<file path="config.mk">
export PLATFORM = sky130hd
export DESIGN_NAME = radar_digitizer
export DESIGN_NICKNAME = d
export VERILOG_FILES = /design/src/hdl/radar_pkg.sv /design/src/hdl/pulse_detector.sv /design/src/hdl/sample_clock_decim.sv /design/src/hdl/capture_control.sv /design/src/hdl/source_select.sv /design/src/hdl/azimuth_tracker.sv /design/src/hdl/radar_digitizer.sv
export SDC_FILE = /design/constraint.sdc
export NUM_CORES = 1
export LEC_CHECK = 0
export BUFFER_PORTS_ARGS = -buffer_cell sky130_fd_sc_hd__buf_2
export CAP_MARGIN = 20
export CORE_ASPECT_RATIO = 1.1
export CORE_MARGIN = 2
export CORE_UTILIZATION = 30
export CTS_BUF_LIST = sky130_fd_sc_hd__clkbuf_16
export CTS_CLUSTER_DIAMETER = 150
export DETAILED_ROUTE_END_ITERATION = 12
export GPL_TIMING_DRIVEN = 0
export PLACE_DENSITY_LB_ADDON = 0.2
export SLEW_MARGIN = 20
export SYNTH_ARGS = -nofsm -noshare
export SYNTH_HDL_FRONTEND = slang
export SYNTH_HIERARCHICAL = 1
export SYNTH_SLANG_ARGS = --single-unit
</file>
<file path="constraint.sdc">
create_clock -name clk64 -period 3.8 [get_ports clk64]
set_input_delay 0.95 -clock clk64 [delete_from_list [all_inputs] [get_ports clk64]]
set_output_delay 0.95 -clock clk64 [all_outputs]
set_load 0.02 [all_outputs]
</file>
<file path="src/hdl/radar_pkg.sv">
//~~~~~~~~~~~~~~~~~~~~~~~~~~~~~~~~~~~~~~~~~~~~~~~~~~~~~~~~~~~~~~~~~~~~~
// shared widths, sample types and capture modes of the digitizer
// the default widths are what the top level uses unless overridden
// out_sample_t must be at least as wide as the adc
//~~~~~~~~~~~~~~~~~~~~~~~~~~~~~~~~~~~~~~~~~~~~~~~~~~~~~~~~~~~~~~~~~~~~~
`ifndef RADAR_PKG_SV
`define RADAR_PKG_SV

package radar_pkg;

   localparam int ADC_W = 12;   // lfrx adc sample width
   localparam int CNT_W = 32;   // counters, intervals, ages

   typedef logic [ADC_W-1:0] adc_t;         // one unsigned adc sample
   typedef logic [15:0]      out_sample_t;  // adc value, zero-extended
   typedef logic [CNT_W-1:0] count_t;       // counts, intervals, latency
   typedef logic [15:0]      rate_t;        // decimation rate

   // capture modes; anything but video runs continuously
   typedef enum logic [2:0] {
      MODE_VIDEO      = 3'd0,  // pulse-synced video, optionally negated
      MODE_RAW_VID    = 3'd1,
      MODE_RAW_TRG    = 3'd2,
      MODE_RAW_ARP    = 3'd3,
      MODE_RAW_ACP    = 3'd4,
      MODE_INTERLEAVE = 3'd5   // vid, trg, arp, acp round robin
   } mode_e;

endpackage

`endif

</file>
<file path="src/hdl/pulse_detector.sv">
//~~~~~~~~~~~~~~~~~~~~~~~~~~~~~~~~~~~~~~~~~~~~~~~~~~~~~~~~~~~~~~~~~~~~~
// threshold pulse detector with hysteresis and dead time
// pulse is high for one cycle, one cycle after the input crosses
// thresh_excite while armed; re-arm needs the input at or below
// thresh_relax and latency cycles gone since the pulse
// thresh_relax is expected below thresh_excite
// age saturates, interval is in clk64 cycles
//~~~~~~~~~~~~~~~~~~~~~~~~~~~~~~~~~~~~~~~~~~~~~~~~~~~~~~~~~~~~~~~~~~~~~
module pulse_detector #(
   parameter int ADC_W = radar_pkg::ADC_W,
   parameter int CNT_W = radar_pkg::CNT_W
) (
   input  logic             clk64,
   input  logic             rx_dsp_reset,
   input  logic             enable,
   input  logic [ADC_W-1:0] signal_in,
   input  logic [ADC_W-1:0] thresh_excite,
   input  logic [ADC_W-1:0] thresh_relax,
   input  logic [CNT_W-1:0] latency,        // min cycles from pulse to re-arm
   output logic             pulse,
   output logic [CNT_W-1:0] count,          // pulses since reset
   output logic [CNT_W-1:0] interval,       // cycles between last two pulses
   output logic [CNT_W-1:0] age             // cycles since last pulse
);

   logic armed;   // waiting for an excursion above excite
   logic fire;
   logic rearm;

   assign fire = armed && enable && (signal_in >= thresh_excite);

   // before the first pulse there is no dead time to honour, only the
   // relax level, so an input already high out of reset is not counted
   assign rearm = !armed && (signal_in <= thresh_relax) &&
                  ((age >= latency) || (count == '0));

   always_ff @(posedge clk64)
   begin
      if (rx_dsp_reset)
      begin
         armed    <= 1'b0;
         pulse    <= 1'b0;
         count    <= '0;
         interval <= '0;
         age      <= '0;
      end
      else
      begin
         pulse <= fire;
         if (fire)
         begin
            armed    <= 1'b0;               // dead time starts here
            count    <= count + 1'b1;
            interval <= age + 1'b1;         // age lags the pulse edge by one
            age      <= '0;
         end
         else
         begin
            if (rearm)
               armed <= 1'b1;
            if (age != '1)
               age <= age + 1'b1;           // hold at max, no wrap
         end
      end
   end

   // one edge per excursion, never a stretched pulse
   a_pulse_single: assert property (@(posedge clk64) disable iff (rx_dsp_reset)
      pulse |=> !pulse);

endmodule

</file>
<file path="src/hdl/sample_clock_decim.sv">
//~~~~~~~~~~~~~~~~~~~~~~~~~~~~~~~~~~~~~~~~~~~~~~~~~~~~~~~~~~~~~~~~~~~~~
// decimated sample strobe, one pulse every decim_rate cycles
// first pulse decim_rate cycles after start; decim_rate of 0 acts as
// 65536, and a rate of at least 2 keeps capture lengths exact
//~~~~~~~~~~~~~~~~~~~~~~~~~~~~~~~~~~~~~~~~~~~~~~~~~~~~~~~~~~~~~~~~~~~~~
module sample_clock_decim (
   input  logic              clk64,
   input  logic              rx_dsp_reset,
   input  logic              active,       // capture running
   input  logic              start,        // restarts the divider
   input  radar_pkg::rate_t  decim_rate,
   output logic              decim_strobe
);

   radar_pkg::rate_t cnt;   // cycles left to next strobe

   always_ff @(posedge clk64)
   begin
      if (rx_dsp_reset)
         cnt <= '0;
      else if (start)
         cnt <= decim_rate - 1'b1;
      else if (active)
         cnt <= (cnt == '0) ? decim_rate - 1'b1 : cnt - 1'b1;   // reload on strobe
   end

   assign decim_strobe = active && !start && (cnt == '0);

   // strobes belong to a capture already under way, never its first cycle
   a_strobe_in_capture: assert property (@(posedge clk64) disable iff (rx_dsp_reset)
      decim_strobe |-> active && $past(active));

endmodule

</file>
<file path="src/hdl/capture_control.sv">
//~~~~~~~~~~~~~~~~~~~~~~~~~~~~~~~~~~~~~~~~~~~~~~~~~~~~~~~~~~~~~~~~~~~~~
// decides when a capture starts and ends
// video mode waits for a trigger pulse, every other mode restarts as
// soon as it goes idle; triggers during a capture are dropped
// a capture ends after n_samples output strobes, n_samples >= 1
//~~~~~~~~~~~~~~~~~~~~~~~~~~~~~~~~~~~~~~~~~~~~~~~~~~~~~~~~~~~~~~~~~~~~~
module capture_control #(
   parameter int CNT_W = radar_pkg::CNT_W
) (
   input  logic              clk64,
   input  logic              rx_dsp_reset,
   input  logic              enable,
   input  radar_pkg::mode_e  mode,
   input  logic              trigger,         // pulse from trigger detector
   input  logic              sample_strobe,   // one delivered sample
   input  logic [CNT_W-1:0]  n_samples,       // samples per capture
   output logic              start,
   output logic              capture_active
);

   logic             continuous;
   logic [CNT_W-1:0] n_done;   // samples delivered this capture

   assign continuous = (mode != radar_pkg::MODE_VIDEO);

   always_ff @(posedge clk64)
   begin
      if (rx_dsp_reset)
      begin
         start          <= 1'b0;
         capture_active <= 1'b0;
         n_done         <= '0;
      end
      else
      begin
         start <= 1'b0;
         if (!capture_active && enable && (continuous || trigger))
         begin
            start          <= 1'b1;   // active rises in the same edge
            capture_active <= 1'b1;
            n_done         <= '0;
         end
         else if (capture_active && sample_strobe)
         begin
            if (n_done == n_samples - 1'b1)
            begin
               capture_active <= 1'b0;   // last sample of this capture
               n_done         <= '0;
            end
            else
               n_done <= n_done + 1'b1;
         end
      end
   end

   // captures never overlap
   a_start_when_idle: assert property (@(posedge clk64) disable iff (rx_dsp_reset)
      start |-> !$past(capture_active));

endmodule

</file>
<file path="src/hdl/source_select.sv">
//~~~~~~~~~~~~~~~~~~~~~~~~~~~~~~~~~~~~~~~~~~~~~~~~~~~~~~~~~~~~~~~~~~~~~
// picks the sample source for the mode and registers the output
// sample_strobe follows decim_strobe by one cycle, data taken from the
// inputs of the decim_strobe cycle; ADC_W must not exceed 16
// interleave order restarts at video on every start
//~~~~~~~~~~~~~~~~~~~~~~~~~~~~~~~~~~~~~~~~~~~~~~~~~~~~~~~~~~~~~~~~~~~~~
module source_select #(
   parameter int ADC_W = radar_pkg::ADC_W
) (
   input  logic                   clk64,
   input  logic                   rx_dsp_reset,
   input  logic                   start,
   input  logic                   decim_strobe,
   input  radar_pkg::mode_e       mode,
   input  logic                   vid_negate,
   input  logic [ADC_W-1:0]       video,
   input  logic [ADC_W-1:0]       trigger_lvl,
   input  logic [ADC_W-1:0]       arp_lvl,
   input  logic [ADC_W-1:0]       acp_lvl,
   output radar_pkg::out_sample_t sample_data,
   output logic                   sample_strobe
);

   logic [1:0]       phase;   // interleave slot, sample index mod 4
   logic [ADC_W-1:0] sel;

   always_comb
   begin
      case (mode)
         radar_pkg::MODE_VIDEO:   sel = vid_negate ? {ADC_W{1'b1}} - video : video;
         radar_pkg::MODE_RAW_VID: sel = video;
         radar_pkg::MODE_RAW_TRG: sel = trigger_lvl;
         radar_pkg::MODE_RAW_ARP: sel = arp_lvl;
         radar_pkg::MODE_RAW_ACP: sel = acp_lvl;
         radar_pkg::MODE_INTERLEAVE:
            case (phase)
               2'd0:    sel = video;
               2'd1:    sel = trigger_lvl;
               2'd2:    sel = arp_lvl;
               default: sel = acp_lvl;
            endcase
         default: sel = '0;
      endcase
   end

   always_ff @(posedge clk64)
   begin
      if (rx_dsp_reset)
      begin
         phase         <= 2'd0;
         sample_strobe <= 1'b0;
      end
      else
      begin
         sample_strobe <= decim_strobe;
         if (start)
            phase <= 2'd0;
         else if (decim_strobe)
            phase <= phase + 2'd1;   // wraps after acp
      end
   end

   always_ff @(posedge clk64)
   begin
      if (decim_strobe)
         sample_data <= radar_pkg::out_sample_t'(sel);   // zero-extend
   end

   a_mode_legal: assert property (@(posedge clk64) disable iff (rx_dsp_reset)
      mode <= radar_pkg::MODE_INTERLEAVE);

endmodule

</file>
<file path="src/hdl/azimuth_tracker.sv">
//~~~~~~~~~~~~~~~~~~~~~~~~~~~~~~~~~~~~~~~~~~~~~~~~~~~~~~~~~~~~~~~~~~~~~
// heading bookkeeping, acp count and acp age seen at each arp pulse
// outputs change the cycle after the arp pulse and hold until the next
//~~~~~~~~~~~~~~~~~~~~~~~~~~~~~~~~~~~~~~~~~~~~~~~~~~~~~~~~~~~~~~~~~~~~~
module azimuth_tracker #(
   parameter int CNT_W = radar_pkg::CNT_W
) (
   input  logic             clk64,
   input  logic             rx_dsp_reset,
   input  logic             arp_pulse,            // heading mark
   input  logic [CNT_W-1:0] acp_count,            // acps since reset
   input  logic [CNT_W-1:0] acp_age,              // cycles since last acp
   output logic [CNT_W-1:0] acp_count_last_arp,
   output logic [CNT_W-1:0] acp_age_last_arp
);

   // both values sampled in the arp cycle itself
   always_ff @(posedge clk64)
   begin
      if (rx_dsp_reset)
      begin
         acp_count_last_arp <= '0;
         acp_age_last_arp   <= '0;
      end
      else if (arp_pulse)
      begin
         acp_count_last_arp <= acp_count;
         acp_age_last_arp   <= acp_age;   // sub-acp heading offset
      end
   end

   // Per-sweep ACP bookkeeping would sit alongside these registers,
   // since it needs the same ARP qualification.

endmodule

</file>
<file path="src/hdl/radar_digitizer.sv">
//~~~~~~~~~~~~~~~~~~~~~~~~~~~~~~~~~~~~~~~~~~~~~~~~~~~~~~~~~~~~~~~~~~~~~
// pulse-synchronised sample path of the marine radar digitizer
// adc inputs are fixed: video, trigger, arp (heading), acp (azimuth)
// all settings are static while enable is high; enable acts at once
// sample_strobe is a one-cycle valid with no back-pressure
//~~~~~~~~~~~~~~~~~~~~~~~~~~~~~~~~~~~~~~~~~~~~~~~~~~~~~~~~~~~~~~~~~~~~~
module radar_digitizer #(
   parameter int ADC_W = radar_pkg::ADC_W,
   parameter int CNT_W = radar_pkg::CNT_W
) (
   input  logic                   clk64,
   input  logic                   rx_dsp_reset,
   input  logic [ADC_W-1:0]       rx_video,
   input  logic [ADC_W-1:0]       rx_trigger,
   input  logic [ADC_W-1:0]       rx_arp,
   input  logic [ADC_W-1:0]       rx_acp,
   input  logic                   enable,
   input  radar_pkg::mode_e       mode,
   input  logic                   vid_negate,
   input  logic [ADC_W-1:0]       trig_thresh_excite,
   input  logic [ADC_W-1:0]       trig_thresh_relax,
   input  logic [CNT_W-1:0]       trig_latency,
   input  logic [ADC_W-1:0]       arp_thresh_excite,
   input  logic [ADC_W-1:0]       arp_thresh_relax,
   input  logic [CNT_W-1:0]       arp_latency,
   input  logic [ADC_W-1:0]       acp_thresh_excite,
   input  logic [ADC_W-1:0]       acp_thresh_relax,
   input  logic [CNT_W-1:0]       acp_latency,
   input  radar_pkg::rate_t       decim_rate,
   input  logic [CNT_W-1:0]       n_samples,
   output radar_pkg::out_sample_t sample_data,
   output logic                   sample_strobe,
   output logic                   capture_active,
   output logic [CNT_W-1:0]       n_trigs,
   output logic [CNT_W-1:0]       n_arps,
   output logic [CNT_W-1:0]       n_acps,
   output logic [CNT_W-1:0]       trig_interval,
   output logic [CNT_W-1:0]       acp_interval,
   output logic [CNT_W-1:0]       acp_count_last_arp,
   output logic [CNT_W-1:0]       acp_age_last_arp
);

   logic             trig_pulse, arp_pulse;
   logic [CNT_W-1:0] acp_age;        // cycles since last acp
   logic             cap_start;      // one cycle, opens a capture
   logic             decim_strobe;

   pulse_detector #(.ADC_W(ADC_W), .CNT_W(CNT_W)) trig_det (
      .clk64, .rx_dsp_reset, .enable, .signal_in(rx_trigger),
      .thresh_excite(trig_thresh_excite), .thresh_relax(trig_thresh_relax),
      .latency(trig_latency), .pulse(trig_pulse), .count(n_trigs),
      .interval(trig_interval), .age());

   pulse_detector #(.ADC_W(ADC_W), .CNT_W(CNT_W)) arp_det (
      .clk64, .rx_dsp_reset, .enable, .signal_in(rx_arp),
      .thresh_excite(arp_thresh_excite), .thresh_relax(arp_thresh_relax),
      .latency(arp_latency), .pulse(arp_pulse), .count(n_arps),
      .interval(), .age());

   pulse_detector #(.ADC_W(ADC_W), .CNT_W(CNT_W)) acp_det (
      .clk64, .rx_dsp_reset, .enable, .signal_in(rx_acp),
      .thresh_excite(acp_thresh_excite), .thresh_relax(acp_thresh_relax),
      .latency(acp_latency), .pulse(), .count(n_acps),
      .interval(acp_interval), .age(acp_age));

   capture_control #(.CNT_W(CNT_W)) capture_ctrl (
      .clk64, .rx_dsp_reset, .enable, .mode, .trigger(trig_pulse),
      .sample_strobe, .n_samples, .start(cap_start), .capture_active);

   sample_clock_decim clock_decim (
      .clk64, .rx_dsp_reset, .active(capture_active), .start(cap_start),
      .decim_rate, .decim_strobe);

   source_select #(.ADC_W(ADC_W)) src_sel (
      .clk64, .rx_dsp_reset, .start(cap_start), .decim_strobe, .mode, .vid_negate,
      .video(rx_video), .trigger_lvl(rx_trigger), .arp_lvl(rx_arp), .acp_lvl(rx_acp),
      .sample_data, .sample_strobe);

   azimuth_tracker #(.CNT_W(CNT_W)) az_track (
      .clk64, .rx_dsp_reset, .arp_pulse, .acp_count(n_acps), .acp_age,
      .acp_count_last_arp, .acp_age_last_arp);

endmodule

</file>
==> impl_metrics.ini <==
[status]
outcome = complete, no violations

[grt]
antenna_found_initial = 37
grtUsageTotal_pct = 21.1
gr-total-overflow = 0
grt_max_degree = 24
grt_pass1_wl_um = 133000
first_global_vias = 22000

[worst_hold_path]
hp-class = flop to flop

[floorplan]
core_area_um2 = 78900
die-area_um2 = 82000
initial_core_util_pct = 30.3
fp.dieH_um = 300
die_x_um = 273
num_rows = 108
io_pins = 513

[clocking]
cts_hold_buf = 0
cts_buffers = 49
clockRootBuffer = clkbuf_16
cts_tree = yes
htreeDepth = 2
clock_latency_ps = 630
cts_sinks = 390
clkTransAtPathRegs_ps = 60
clockBufferDepth = 3

[routing]
drtIter0Drc = 1495
drt_pass1_iterations = 5
drc_errors = 0
routedWlPerCell_um = 20.0
via_per_inst = 5.19
vias = 23400
wirelength_um = 90200
detail-route-antenna-nets = 0

[timing]
finalCriticalPeriod_ps = 3660
setup_viol = 0
fin_hold_ws_ps = 467
maxSlewViolCount = 0
clock.fmax_mhz = 273
final.period_utilization_pct = 96.3
worst_pin_slew_ps = 804
fin_skew_ps = 61.9
hold_viol = 0
slew_headroom_pct = 46.4
grt_setup_unrepaired = no

[place]
post_dp_cell_area_um2 = 27800
io_buffers = 504
dp_hpwl_um = 71200
gp_congestion = 0.883

[worst_setup_path]
worstSetupStartpointType = input port
critPathKind = input port to flop
worstSetupEndpointType = flop
required_ps = 4270
cp_max_fo = 10
cp.arrival_ps = 4130

[synth]
syn_area_um2 = 23900
syn_area_per_cell_um2 = 8.39
yosys_warnings = 6
syn-instance-count = 2850

[finish]
areaGrowthSynthToFinish_pct = 23.3
drive_above_1_share_pct = 20.4
finish.instance_area_um2 = 29500
nFillCells = 8476
multi_input_area_um2 = 14500
ff_latch_area_um2 = 7930
layout.nets = 3864
postLayoutCoreUtil_pct = 37.4

[power]
powerDensity_nw_per_um2 = 356
finalPower_uw = 10500
ir_drop_v = 0.000326
p_leak_uw = 0.0122

[job]
cap_violations = 0
==> sequential cells by signal, summed over array words and instances, names as in the netlist <==
register,count
capture_ctrl/capture_active,1
trig_det/armed,1
arp_det/pulse,1
trig_det/age,32
trig_det/pulse,1
arp_det/age,32
az_track/acp_age_last_arp,32
clock_decim/cnt,16
capture_ctrl/n_done,32
trig_det/count,32
acp_det/armed,1
acp_det/interval,32
capture_ctrl/start,1
az_track/acp_count_last_arp,32
arp_det/armed,1
acp_det/age,32
src_sel/sample_strobe,1
src_sel/phase,2
arp_det/count,32
acp_det/count,32
src_sel/sample_data,12
trig_det/interval,32
==> power breakdown <==
part	leakage (uW)	switching [uW]	internal, uW
Clock	0.000798	2020	2660
Combinational	0.00825	958	555
Sequential	0.00316	88.4	4210
==> final timing paths <==
kind | endpoint | startpoint | cells after the start | slack (ps)
worst max-delay path | capture_ctrl/n_done[31]$_SDFFE_PP0P_ | n_samples[1] | 11 | 140
worst min-delay path | acp_det/interval[1]$_SDFFE_PP0P_ | acp_det/interval[1]$_SDFFE_PP0P_ | 2 | 470
worst max register to register | capture_ctrl/n_done[31]$_SDFFE_PP0P_ | capture_ctrl/n_done[15]$_SDFFE_PP0P_ | 8 | 980
worst min register to register | acp_det/interval[1]$_SDFFE_PP0P_ | acp_det/interval[1]$_SDFFE_PP0P_ | 2 | 470
==> cells in the final DEF (no fill, tap or decap), types with 9 or more instances in the layout <==
cell type	instances
diode_2	13
o21ai_0	58
ha_1	186
a211oi_1	67
nor4_1	42
a21o_1	11
or4_1	85
and2_1	17
nand2_1	165
mux2i_1	76
o31ai_1	76
xnor2_1	92
o221ai_1	9
and4_1	21
buf_2	530
nand3_1	112
nand4_1	85
buf_1	10
xor2_1	95
or3_1	22
dfxtp_1	378
a221o_1	15
nor2_1	259
and3_1	31
edfxtp_1	12
o21ai_1	15
nor2b_1	22
a22oi_1	17
nor3_1	50
inv_1	219
nand2b_1	13
clkbuf_1	80
clkbuf_16	51
clkinv_1	16
a21oi_1	274
==> what timing repair did <==
| item | 4_1_cts | 5_1_grt |
|---|---|---|
| pin swaps | 1 | 2 |
| resized for setup | 3 | 3 |
| endpoints found under the setup margin | 30 | 33 |
| setup buffers | 0 | 0 |
| gates cloned | 0 | 0 |
==> critical path: stages <==
cell       delay [ps]
buf_2             130
or4_4             580
or4_1             510
clkbuf_4          220
nor4_4            310
xnor2_1           200
o2111ai_1         170
or4_4             470
o31ai_4           340
buf_6             200
nor2_1             50
==> per-stage QoR <==
step / instances / TNS, ps / worst slack, ps
floorplan: 2853 / 0 / 0.187
global placement: 4402 / -25190 / -780
detailed placement: 4403 / -25240 / -785
CTS: 4493 / 0 / 6.94
global route: 4499 / 0 / 18.6
finish: 4504 / 0 / 141
==> metal layers <==
layer / GRT usage (%) / up-vias / part of all wire (%)
li1: - / 11500 / -
met1: 26.8 / 10900 / 43
met2: 34.2 / 713 / 46
met3: 6.00 / 149 / 8.1
met4: 6.77 / 32 / 2.9
met5: 0 / - / 0.22
==> final cells by class <==
type | count | share of cell area (%)
sequential | 390 | 26.9
buffer | 141 | 2.47
clock inverter | 39 | 1.12
clock buffer | 51 | 4.33
antenna | 13 | 0.110
timing repair buffer | 505 | 8.59
inverter | 215 | 2.74
tap | 1045 | 4.43
multi-input combinational | 2105 | 49.3
Power figures use the tool's default switching activity.
